File: src/design/stap_pkg.sv
/*
 * sTAP protocol definitions
 * TAP controller states, instruction register opcodes and the
 * control strobes that the state machine hands to the registers
 */

package stap_pkg;

    // --------------------------------------------------
    // Instruction register
    // --------------------------------------------------
    localparam int IR_WIDTH = 4;

    typedef logic [IR_WIDTH-1:0] ir_t;

    // Opcodes
    localparam ir_t OPC_IDCODE   = 4'h1;
    // TDR k sits at OPC_TDR_BASE + k
    localparam ir_t OPC_TDR_BASE = 4'h8;
    localparam ir_t OPC_BYPASS   = 4'hF;

    // Fixed pattern loaded at Capture-IR, LSBs 01 per 1149.1
    localparam ir_t IR_CAPTURE   = 4'b0001;

    // --------------------------------------------------
    // TAP controller
    // --------------------------------------------------
    typedef enum logic [3:0] {
        test_logic_reset,
        run_test_idle,
        select_dr_scan,
        capture_dr,
        shift_dr,
        exit1_dr,
        pause_dr,
        exit2_dr,
        update_dr,
        select_ir_scan,
        capture_ir,
        shift_ir,
        exit1_ir,
        pause_ir,
        exit2_ir,
        update_ir
    } tap_state_e;

    // Decoded state strobes, at most one high at a time
    typedef struct packed {
        logic capture_dr;
        logic shift_dr;
        logic update_dr;
        logic capture_ir;
        logic shift_ir;
        logic update_ir;
        logic tlr;
    } tap_ctrl_t;

endpackage

File: src/design/stap_tdr_pkg.sv
/*
 * sTAP data register definitions
 * Test data register bank size, IDCODE value and the
 * selects used to steer the DR scan path
 */

package stap_tdr_pkg;

    // --------------------------------------------------
    // Test data register bank
    // --------------------------------------------------
    localparam int NUM_TDR   = 4;
    localparam int TDR_WIDTH = 8;

    typedef logic [TDR_WIDTH-1:0] tdr_data_t;

    // One-hot select, all zero when no TDR is addressed
    typedef logic [NUM_TDR-1:0] tdr_sel_t;

    // --------------------------------------------------
    // IDCODE
    // --------------------------------------------------
    localparam int IDCODE_WIDTH = 32;

    typedef logic [IDCODE_WIDTH-1:0] idcode_t;

    // Bit 0 is tied high as the standard requires
    localparam idcode_t IDCODE_VALUE = 32'h1A5C_0F1B;

    // Register that sits between TDI and TDO during a DR scan
    typedef enum logic [1:0] {
        path_bypass,
        path_idcode,
        path_tdr
    } dr_path_e;

endpackage

File: src/design/stap_fsm.sv
/*
 * sTAP controller FSM
 * 16-state IEEE 1149.1 TAP controller walked by TMS on ftap_tck,
 * decoded into one strobe per active capture/shift/update state
 */

`timescale 1ns/1ps

module stap_fsm (
    input  logic                ftap_tck,
    input  logic                arst_n,
    input  logic                tms,
    output stap_pkg::tap_ctrl_t ctrl
);

    import stap_pkg::*;

    tap_state_e state;
    tap_state_e state_nxt;

    // --------------------------------------------------
    // State register
    // --------------------------------------------------
    always_ff @(posedge ftap_tck or negedge arst_n) begin
        if (!arst_n) begin
            state <= test_logic_reset;
        end else begin
            state <= state_nxt;
        end
    end

    // --------------------------------------------------
    // Next-state table
    // --------------------------------------------------
    always_comb begin
        state_nxt = state;
        case (state)
            test_logic_reset: state_nxt = tms ? test_logic_reset : run_test_idle;
            run_test_idle:    state_nxt = tms ? select_dr_scan   : run_test_idle;
            // DR column
            select_dr_scan:   state_nxt = tms ? select_ir_scan   : capture_dr;
            capture_dr:       state_nxt = tms ? exit1_dr         : shift_dr;
            shift_dr:         state_nxt = tms ? exit1_dr         : shift_dr;
            exit1_dr:         state_nxt = tms ? update_dr        : pause_dr;
            pause_dr:         state_nxt = tms ? exit2_dr         : pause_dr;
            exit2_dr:         state_nxt = tms ? update_dr        : shift_dr;
            update_dr:        state_nxt = tms ? select_dr_scan   : run_test_idle;
            // IR column
            select_ir_scan:   state_nxt = tms ? test_logic_reset : capture_ir;
            capture_ir:       state_nxt = tms ? exit1_ir         : shift_ir;
            shift_ir:         state_nxt = tms ? exit1_ir         : shift_ir;
            exit1_ir:         state_nxt = tms ? update_ir        : pause_ir;
            pause_ir:         state_nxt = tms ? exit2_ir         : pause_ir;
            exit2_ir:         state_nxt = tms ? update_ir        : shift_ir;
            update_ir:        state_nxt = tms ? select_dr_scan   : run_test_idle;
            default:          state_nxt = test_logic_reset;
        endcase
    end

    // --------------------------------------------------
    // Control strobes
    // --------------------------------------------------
    // Pure decode of the current state
    always_comb begin
        ctrl = '0;
        case (state)
            test_logic_reset: ctrl.tlr        = 1'b1;
            capture_dr:       ctrl.capture_dr = 1'b1;
            shift_dr:         ctrl.shift_dr   = 1'b1;
            update_dr:        ctrl.update_dr  = 1'b1;
            capture_ir:       ctrl.capture_ir = 1'b1;
            shift_ir:         ctrl.shift_ir   = 1'b1;
            update_ir:        ctrl.update_ir  = 1'b1;
            // Idle, select, exit and pause states drive nothing
            default:          ctrl = '0;
        endcase
    end

endmodule

File: src/design/stap_ir.sv
/*
 * sTAP instruction register
 * Capture/shift stage and update stage of the 4-bit IR, with the
 * opcode decode into the DR path select and the TDR selects
 */

`timescale 1ns/1ps

module stap_ir (
    input  logic                   ftap_tck,
    input  logic                   arst_n,
    input  logic                   tdi,
    input  stap_pkg::tap_ctrl_t    ctrl,
    output logic                   ir_so,
    output stap_tdr_pkg::tdr_sel_t tdr_sel,
    output stap_tdr_pkg::dr_path_e path
);

    import stap_pkg::*;
    import stap_tdr_pkg::*;

    ir_t ir_shift;
    ir_t ir_upd;

    // --------------------------------------------------
    // Shift stage
    // --------------------------------------------------
    // Loads the fixed capture pattern, then shifts LSB first
    always_ff @(posedge ftap_tck) begin
        if (ctrl.capture_ir) begin
            ir_shift <= IR_CAPTURE;
        end else if (ctrl.shift_ir) begin
            ir_shift <= {tdi, ir_shift[IR_WIDTH-1:1]};
        end
    end

    assign ir_so = ir_shift[0];

    // --------------------------------------------------
    // Update stage
    // --------------------------------------------------
    // Takes the new opcode on the edge leaving Update-IR
    always_ff @(posedge ftap_tck or negedge arst_n) begin
        if (!arst_n) begin
            ir_upd <= OPC_IDCODE;
        end else if (ctrl.tlr) begin
            ir_upd <= OPC_IDCODE;
        end else if (ctrl.update_ir) begin
            ir_upd <= ir_shift;
        end
    end

    // --------------------------------------------------
    // Opcode decode
    // --------------------------------------------------
    always_comb begin
        tdr_sel = '0;
        path    = path_bypass;
        case (ir_upd)
            OPC_IDCODE: path = path_idcode;
            OPC_BYPASS: path = path_bypass;
            default: begin
                // TDR window starts at OPC_TDR_BASE
                for (int k = 0; k < NUM_TDR; k++) begin
                    if (ir_upd == ir_t'(OPC_TDR_BASE + k)) begin
                        tdr_sel[k] = 1'b1;
                        path       = path_tdr;
                    end
                end
                // Anything left over falls back to bypass
            end
        endcase
    end

endmodule

File: src/design/stap_tdo_path.sv
/*
 * sTAP TDO path
 * Bypass and IDCODE registers, scan output mux and the
 * falling-edge retiming of TDO and its enable
 */

`timescale 1ns/1ps

module stap_tdo_path (
    input  logic                   ftap_tck,
    input  logic                   arst_n,
    input  logic                   tdi,
    input  stap_pkg::tap_ctrl_t    ctrl,
    input  stap_tdr_pkg::dr_path_e path,
    input  stap_tdr_pkg::tdr_sel_t tdr_sel,
    input  logic                   ir_so,
    input  stap_tdr_pkg::tdr_sel_t tdr_so,
    output logic                   tdo,
    output logic                   tdo_en
);

    import stap_tdr_pkg::*;

    logic    bypass_q;
    idcode_t idcode_q;
    logic    dr_bit;
    logic    scan_bit;
    logic    shift_active;

    // --------------------------------------------------
    // Bypass and IDCODE registers
    // --------------------------------------------------
    always_ff @(posedge ftap_tck) begin
        if (path == path_bypass) begin
            // Bypass captures 0 so the host sees a leading zero
            if (ctrl.capture_dr) begin
                bypass_q <= 1'b0;
            end else if (ctrl.shift_dr) begin
                bypass_q <= tdi;
            end
        end
    end

    always_ff @(posedge ftap_tck) begin
        if (path == path_idcode) begin
            if (ctrl.capture_dr) begin
                idcode_q <= IDCODE_VALUE;
            end else if (ctrl.shift_dr) begin
                idcode_q <= {tdi, idcode_q[IDCODE_WIDTH-1:1]};
            end
        end
    end

    // --------------------------------------------------
    // Output mux
    // --------------------------------------------------
    always_comb begin
        case (path)
            path_idcode: dr_bit = idcode_q[0];
            // Only the selected TDR contributes
            path_tdr:    dr_bit = |(tdr_so & tdr_sel);
            default:     dr_bit = bypass_q;
        endcase
    end

    assign shift_active = ctrl.shift_dr | ctrl.shift_ir;
    assign scan_bit     = ctrl.shift_ir ? ir_so : dr_bit;

    // Falling-edge retiming, TDO parked low outside shift states
    always_ff @(negedge ftap_tck or negedge arst_n) begin
        if (!arst_n) begin
            tdo    <= 1'b0;
            tdo_en <= 1'b0;
        end else begin
            tdo    <= shift_active ? scan_bit : 1'b0;
            tdo_en <= shift_active;
        end
    end

endmodule

File: src/design/stap_tdr.sv
/*
 * sTAP test data register
 * One 8-bit TDR with parallel capture, serial shift and a
 * parallel update register that drives the block output
 */

`timescale 1ns/1ps

module stap_tdr (
    input  logic                    ftap_tck,
    input  logic                    arst_n,
    input  logic                    tdi,
    input  stap_pkg::tap_ctrl_t     ctrl,
    input  logic                    sel,
    input  stap_tdr_pkg::tdr_data_t data_in,
    output logic                    so,
    output stap_tdr_pkg::tdr_data_t data_out
);

    import stap_tdr_pkg::*;

    tdr_data_t shift_q;

    // --------------------------------------------------
    // Capture and shift stage
    // --------------------------------------------------
    // Holds its contents while another register is selected
    always_ff @(posedge ftap_tck) begin
        if (sel) begin
            if (ctrl.capture_dr) begin
                shift_q <= data_in;
            end else if (ctrl.shift_dr) begin
                // TDI enters at the MSB, LSB leaves first
                shift_q <= {tdi, shift_q[TDR_WIDTH-1:1]};
            end
        end
    end

    assign so = shift_q[0];

    // --------------------------------------------------
    // Update stage
    // --------------------------------------------------
    // Visible one cycle after Update-DR is entered
    always_ff @(posedge ftap_tck or negedge arst_n) begin
        if (!arst_n) begin
            data_out <= '0;
        end else if (ctrl.tlr) begin
            data_out <= '0;
        end else if (ctrl.update_dr && sel) begin
            data_out <= shift_q;
        end
    end

endmodule

File: src/design/stap_top.sv
/*
 * sTAP top level
 * TAP controller, instruction register, TDR bank and
 * TDO path wired into one test access port
 */

`timescale 1ns/1ps

module stap_top (
    input  logic                                                ftap_tck,
    input  logic                                                arst_n,
    input  logic                                                tms,
    input  logic                                                tdi,
    output logic                                                tdo,
    output logic                                                tdo_en,
    input  stap_tdr_pkg::tdr_data_t [stap_tdr_pkg::NUM_TDR-1:0] tdr_data_in,
    output stap_tdr_pkg::tdr_data_t [stap_tdr_pkg::NUM_TDR-1:0] tdr_data_out
);

    import stap_pkg::*;
    import stap_tdr_pkg::*;

    tap_ctrl_t ctrl;
    tdr_sel_t  tdr_sel;
    tdr_sel_t  tdr_so;
    dr_path_e  path;
    logic      ir_so;

    // --------------------------------------------------
    // Controller and instruction register
    // --------------------------------------------------
    stap_fsm u_fsm (
        .ftap_tck (ftap_tck),
        .arst_n   (arst_n),
        .tms      (tms),
        .ctrl     (ctrl)
    );

    stap_ir u_ir (
        .ftap_tck (ftap_tck),
        .arst_n   (arst_n),
        .tdi      (tdi),
        .ctrl     (ctrl),
        .ir_so    (ir_so),
        .tdr_sel  (tdr_sel),
        .path     (path)
    );

    // --------------------------------------------------
    // Test data register bank
    // --------------------------------------------------
    for (genvar k = 0; k < NUM_TDR; k++) begin : g_tdr
        stap_tdr u_tdr (
            .ftap_tck (ftap_tck),
            .arst_n   (arst_n),
            .tdi      (tdi),
            .ctrl     (ctrl),
            .sel      (tdr_sel[k]),
            .data_in  (tdr_data_in[k]),
            .so       (tdr_so[k]),
            .data_out (tdr_data_out[k])
        );
    end

    // Scan output
    stap_tdo_path u_tdo_path (
        .ftap_tck (ftap_tck),
        .arst_n   (arst_n),
        .tdi      (tdi),
        .ctrl     (ctrl),
        .path     (path),
        .tdr_sel  (tdr_sel),
        .ir_so    (ir_so),
        .tdr_so   (tdr_so),
        .tdo      (tdo),
        .tdo_en   (tdo_en)
    );

endmodule

File: config.mk
export PLATFORM = sky130hd
export DESIGN_NAME = stap_top
export DESIGN_NICKNAME = d
export VERILOG_FILES = /design/src/design/stap_pkg.sv /design/src/design/stap_tdr_pkg.sv /design/src/design/stap_fsm.sv /design/src/design/stap_ir.sv /design/src/design/stap_tdo_path.sv /design/src/design/stap_tdr.sv /design/src/design/stap_top.sv
export SDC_FILE = /design/constraint.sdc
export NUM_CORES = 1
export LEC_CHECK = 0
export ABC_AREA = 1
export ABC_CLOCK_PERIOD_IN_PS = 3100
export BUFFER_PORTS_ARGS = -buffer_cell sky130_fd_sc_hd__buf_4
export CAP_MARGIN = 20
export CORE_MARGIN = 2
export CORE_UTILIZATION = 54
export DETAILED_ROUTE_END_ITERATION = 8
export GPL_ROUTABILITY_DRIVEN = 0
export PLACE_DENSITY = 0.74
export SLEW_MARGIN = 20
export SYNTH_ARGS = -nofsm -noshare
export SYNTH_HDL_FRONTEND = slang
export SYNTH_SLANG_ARGS = --single-unit
File: constraint.sdc
create_clock -name ftap_tck -period 3.1 [get_ports ftap_tck]
set_input_delay 0.155 -clock ftap_tck [delete_from_list [all_inputs] [get_ports ftap_tck]]
set_output_delay 0.155 -clock ftap_tck [all_outputs]
set_load 0.01 [all_outputs]
==> impl_metrics.toml, run 1 <==
[detailed_routing]
postRouteAntennaNets = 0
routed_wl_um = 9030
vias = 3306
viasPerCell = 5.19
wl_per_cell_um = 14.2
drc = 0
drt_pass1_iterations = 4
detail_route.iter0.violations = 252

[worst_setup_path]
critPathCaptureType = "register"
critPathArrivalTime_ps = 1650
worst-path-buf-inv = 2
r2r_cells = 9
crit_start = "u_ir.ir_upd[0]"
crit_path_start_kind = "register"
timing.rr.start = "u_ir.ir_upd[0]"
crit_chain = "inv_1, nor2_4, nand2_1, nand3_1, nand2_1, inv_1, nand2_1, nand2_1, nand2_1"
crit_slowest_cell = "dfstp_2"
critPathTopFamily = "flip-flops"
worst-path-max-fanout = 6
crit_type = "reg2reg"
max_stage_delay_ps = 600
crit_required_ps = 1750
crit_top_cell = "nand2_1"
cp.depth = 9

[final_layout]
fin_nets = 560
drive_above_1_share = 0.214
final_cell_mix = "buf_4, nand2_1, inv_1, edfxtp_1, nand3_1"
syn_to_final_growth_pct = 16.6
layout_commonest_cell = "buf_4"
antenna-diode-count = 0
instances_no_fill = 637

[synth]
synth_mux_area_frac = 0
yosysUniqueCellTypes = 30
synth_top_area_share = 0.412
synthSimpleGateAreaFrac = 0.178
syn_area_um2 = 4730
synthAdderAreaFrac = 0
syn-num-nets = 486
synth_compound_area_frac = 0.0825
yosysWarningCount = 0
synthCells = 450
yosys.area.top_type = "edfxtp_1"
synth_xor_area_frac = 0
syn_avg_cell_area_um2 = 10.5
synth_area_leaders = "edfxtp_1, dfrtp_1, nand2_1"
ys_seq_area_frac = 0.651
synth_top_family_by_area = "simple AND/OR/NAND/NOR gates"
ys_seq_elements = 111

[global_routing]
grt_use_total = 0.194
grt_pass1_wl_um = 14900
gr-total-overflow = 0
antenna_found_initial = 0
grt_max_degree = 64
grt_pass1_vias = 3165

[floorplanning]
die_y_um = 97.6
core_um2 = 8590
ios = 70
die_area_um2 = 9530
rows = 34
dieWidth_um = 97.6
start_util = 0.551

[placed_design]
hpwl_um = 6100
numPortBuffers = 69
placed_cells_incl_taps = 618
pre_cts_ws_ps = 139

[clocking]
cts_max_path_buffers = 2
clock_latency_ps = 370
clk_pin_slew_worst_paths_ps = 110
cts_buffers = 9
h-tree-depth = 3
root_buffer = "clkbuf_8"
post_cts_resized = 0
cts_tree = "built"
clock_sinks = 111

[job]
cap_viol_max_count = 0

[worst_hold_path]
hold_depth = 3
holdCritStartpoint = "tdr_data_in[3]"
min_path_type = "in2reg"

[run_status]
status = "finished clean"

[sta]
fin_skew_ps = 23.9
fin_tns_setup_ps = 0
hold_violations = 0
timing.hold.ws_ps = 61.5
slew_violations = 0
tightest_slew_ps = 491
rsz0062_at_grt = "false"
setup_viol = 0
setup_ws_ps = 104
slew_headroom = 0.672

[pwr]
vdd_ir_drop_max_mv = 0.345
leakagePower_nw = 2.47
power.density_nw_per_um2 = 653
## metrics by stage
step | cell area (um^2) | util | total power, mW
after floorplan | 4730 | - | 2.60
after global placement | 5310 | 0.618 | 2.79
after detailed placement | 5310 | 0.618 | 2.82
after CTS | 5510 | 0.641 | 3.64
after global routing | 5520 | 0.642 | 3.80
final | 5520 | 0.642 | 3.61
## worst reg2reg max path: stages, from the launching register on
cell	delay, ps
dfstp_2	600
inv_1	100
nor2_4	150
nand2_1	110
nand3_1	80
nand2_1	50
inv_1	40
nand2_1	50
nand2_1	50
nand2_1	40
## power breakdown
group          internal, mW  switching (mW)
clock                 0.322           0.488
sequential             1.89          0.0805
combinational         0.261           0.563
## kinds of logic after synthesis
logic type	after synthesis
AOI/OAI and AO/OA	74
buffers and inverters	87
DFF	111
and+or+nand+nor	178
## synth_stat cells
master and count:
a2bb2oi_1 1, dfrtp_1 39, nor3_1 4, or2_1 14, nor2_2 3, dfxtp_1 4, nand3_4 3, nand2_1 70
inv_4 1, o22ai_1 7, dfrtn_1 2, o211ai_1 1, nor2_4 2, a31oi_1 1, buf_2 4, edfxtp_1 65
o2111ai_1 1, nor4_1 3, a21oi_1 1, nor2_1 32, o21ai_0 32, nand3_1 43, o21ai_1 30, buf_6 9
inv_2 4, inv_1 65, dfstp_2 1, buf_4 4, or2_2 1, nand2_2 3
## area by class of cell
type | count | area, um^2
Sequential cell | 111 | 3080
Fill cell | 695 | 3070
Multi-Input combinational cell | 252 | 1240
Timing Repair Buffer | 80 | 616
Inverter | 70 | 265
Clock buffer | 11 | 141
Tap cell | 108 | 135
Clock inverter | 5 | 42.5
## flip-flops by register name (all words and copies together), names as in the netlist, 4 cells and up
name and count:
u_tdo_path.idcode_q 32, u_ir.ir_upd 4, u_ir.ir_shift 4, g_tdr.u_tdr.data_out 32, g_tdr.u_tdr.shift_q 32, u_fsm.state 4
## path summary, 6_finish.rpt
check	end	slack, ps
worst max-delay path	u_tdo_path.tdo	100
worst min-delay path	g_tdr[0].u_tdr.shift_q[3]	60
worst max register to register	u_tdo_path.tdo	100
worst min register to register	u_ir.ir_shift[1]	500
max in group asynchronous	u_tdo_path.tdo	1200
min in group asynchronous	g_tdr[2].u_tdr.data_out[5]	200
## metal layers
metal	vias to the layer above	routed length, um	GRT usage
li1	1634	-	-
met2	101	4250	0.305
met1	1564	4180	0.263
met4	0	95	0.0652
met5	-	0	0
met3	7	508	0.0525
## timing repair
action	CTS	global route
hold buffers	1	0
endpoints found under the hold margin	15	0
buffers inserted	0	2
endpoints found under the setup margin	0	1
Power figures use the tool's default switching activity.
==> run 2: changes to the inputs <==
CELL_PAD_IN_SITES_DETAIL_PLACEMENT = 1   (was default)
CELL_PAD_IN_SITES_GLOBAL_PLACEMENT = 1   (was default)
CORE_UTILIZATION = 44   (was 54)
PLACE_DENSITY = 0.77   (was 0.74)
SLEW_MARGIN = 5   (was 20)
==> run 2 against run 1 <==
Sequential power about the same. Sequential share of layout area decreased by 0.60 points. Clock power up 11%. Clock skew rose by 4.1 ps.
==> impl_metrics.toml, run 2 (synthesized netlist as in run 1, its figures left out) <==
[job]
cap_viol_max_count = 0

[floorplanning]
core_um2 = 10400
die_y_um = 108
ios = 70
rows = 37
die_area_um2 = 11600
dieWidth_um = 108
start_util = 0.457

[clocking]
clk_pin_slew_worst_paths_ps = 100
h-tree-depth = 3
root_buffer = "clkbuf_8"
cts_buffers = 9
post_cts_resized = 0
clock_sinks = 111
cts_max_path_buffers = 2
cts_tree = "built"
clock_latency_ps = 370

[final_layout]
drive_above_1_share = 0.219
regArea_um2 = 3080
fin_nets = 561
reg_top3 = "g_tdr.u_tdr.data_out x32, g_tdr.u_tdr.shift_q x32, u_tdo_path.idcode_q x32"
multi_input_area_um2 = 1240
fillCellCount = 1191
layout_commonest_cell = "buf_4"
syn_to_final_growth_pct = 17.9
antenna-diode-count = 0
final_cell_mix = "buf_4, nand2_1, inv_1, edfxtp_1, nand3_1"

[global_routing]
grt_use_total = 0.191
grt_pass1_vias = 3448
grt_pass1_wl_um = 17200
gr-total-overflow = 0
antenna_found_initial = 0
grt_max_degree = 37

[sta]
hold_violations = 0
tightest_slew_ps = 582
slew_violations = 0
setup_viol = 0
slew_headroom = 0.611
rsz0062_at_grt = "false"
fin_tns_setup_ps = 0
fin_skew_ps = 27.9

[pwr]
vdd_ir_drop_max_mv = 0.295
leakagePower_nw = 2.48
power.density_nw_per_um2 = 665
p_total_mw = 3.71

[worst_setup_path]
crit_chain = "inv_1, nor2_4, nand2_1, nand3_1, nand2_1, inv_1, nand2_1, nand2_1, nand2_1"
crit_end = "u_tdo_path.tdo"
crit_required_ps = 1760
crit_type = "reg2reg"
worst-path-buf-inv = 2
crit_start = "u_ir.ir_upd[0]"
critPathCaptureType = "register"
critPathArrivalTime_ps = 1630
worst-path-max-fanout = 4
crit_top_cell = "nand2_1"
max_stage_delay_ps = 580
r2r_cells = 9
crit_slowest_cell = "dfstp_2"
crit_path_start_kind = "register"
r2r_end = "u_tdo_path.tdo"
reg2reg_setup_slack_ps = 130
timing.rr.start = "u_ir.ir_upd[0]"
cp.depth = 9
critPathTopFamily = "flip-flops"

[detailed_routing]
viasPerCell = 5.01
routed_wl_um = 10400
detail_route.iter0.violations = 139
drc = 0
vias = 3335
wl_per_cell_um = 15.6
postRouteAntennaNets = 0
drt_pass1_iterations = 4

[worst_hold_path]
min_path_type = "in2reg"

[placed_design]
hpwl_um = 7360
numPortBuffers = 69

[run_status]
status = "finished clean"
==> run 2: cell type report <==
cell class | count | share of cell area
repair buffers | 81 | 0.109
flip-flops and latches | 111 | 0.553
inverters | 70 | 0.0475
clock inverters | 5 | 0.0101
multi-input cells | 252 | 0.223
well taps | 136 | 0.0305
clock buffers | 11 | 0.0271
==> run 2: power by group <==
part / leakage [nW] / internal [mW] / switching [mW] / total, mW
Combinational: 1.18 / 0.256 / 0.584 / 0.841
Sequential: 1.20 / 1.89 / 0.0779 / 1.97
Clock: 0.105 / 0.417 / 0.484 / 0.901
==> run 2: metal layers <==
layer	wire length, um	global-route usage	up-vias
met5	0	0	-
met4	148	0.0531	0
met3	370	0.0381	12
met2	4950	0.304	69
met1	4910	0.268	1624
li1	-	-	1630
==> run 2: worst register-to-register path, delay by kind of cell (launching register included) <==
family                 cells  cell delay, ps
buffers and inverters      2             150
flip-flops                 1             580
AND/OR/NAND/NOR            7             530
==> run 2: worst min path at each step <==
stage,from,to,slack (ps),cells after the start
CTS,tdr_data_in[7],g_tdr[0].u_tdr.shift_q[7],40,3
global placement,arst_n,u_fsm.state[2],-30,1
floorplan,arst_n,g_tdr[0].u_tdr.data_out[0],-140,0
global route,tdr_data_in[23],g_tdr[2].u_tdr.shift_q[7],40,3
detailed placement,arst_n,u_fsm.state[2],-30,1
finish,tdr_data_in[23],g_tdr[2].u_tdr.shift_q[7],50,3
==> run 2: per-stage QoR <==
| step | setup slack, ps | hold slack (ps) | cells | instance area (um^2) | utilization |
|---|---|---|---|---|---|
| floorplan | 261 | -141 | 450 | 4730 | - |
| global placement | 228 | -25.2 | 648 | 5360 | 0.516 |
| detailed placement | 126 | -25.5 | 648 | 5360 | 0.516 |
| CTS | 90.5 | 38.8 | 665 | 5570 | 0.537 |
| global route | 21.0 | 44.0 | 666 | 5580 | 0.538 |
| finish | 131 | 54.2 | 666 | 5580 | 0.538 |
==> run 2: what timing repair did <==
item,CTS,global route
hold endpoints to repair,39,0
hold buffers,1,0
setup endpoints to repair,0,1
setup buffers,0,1
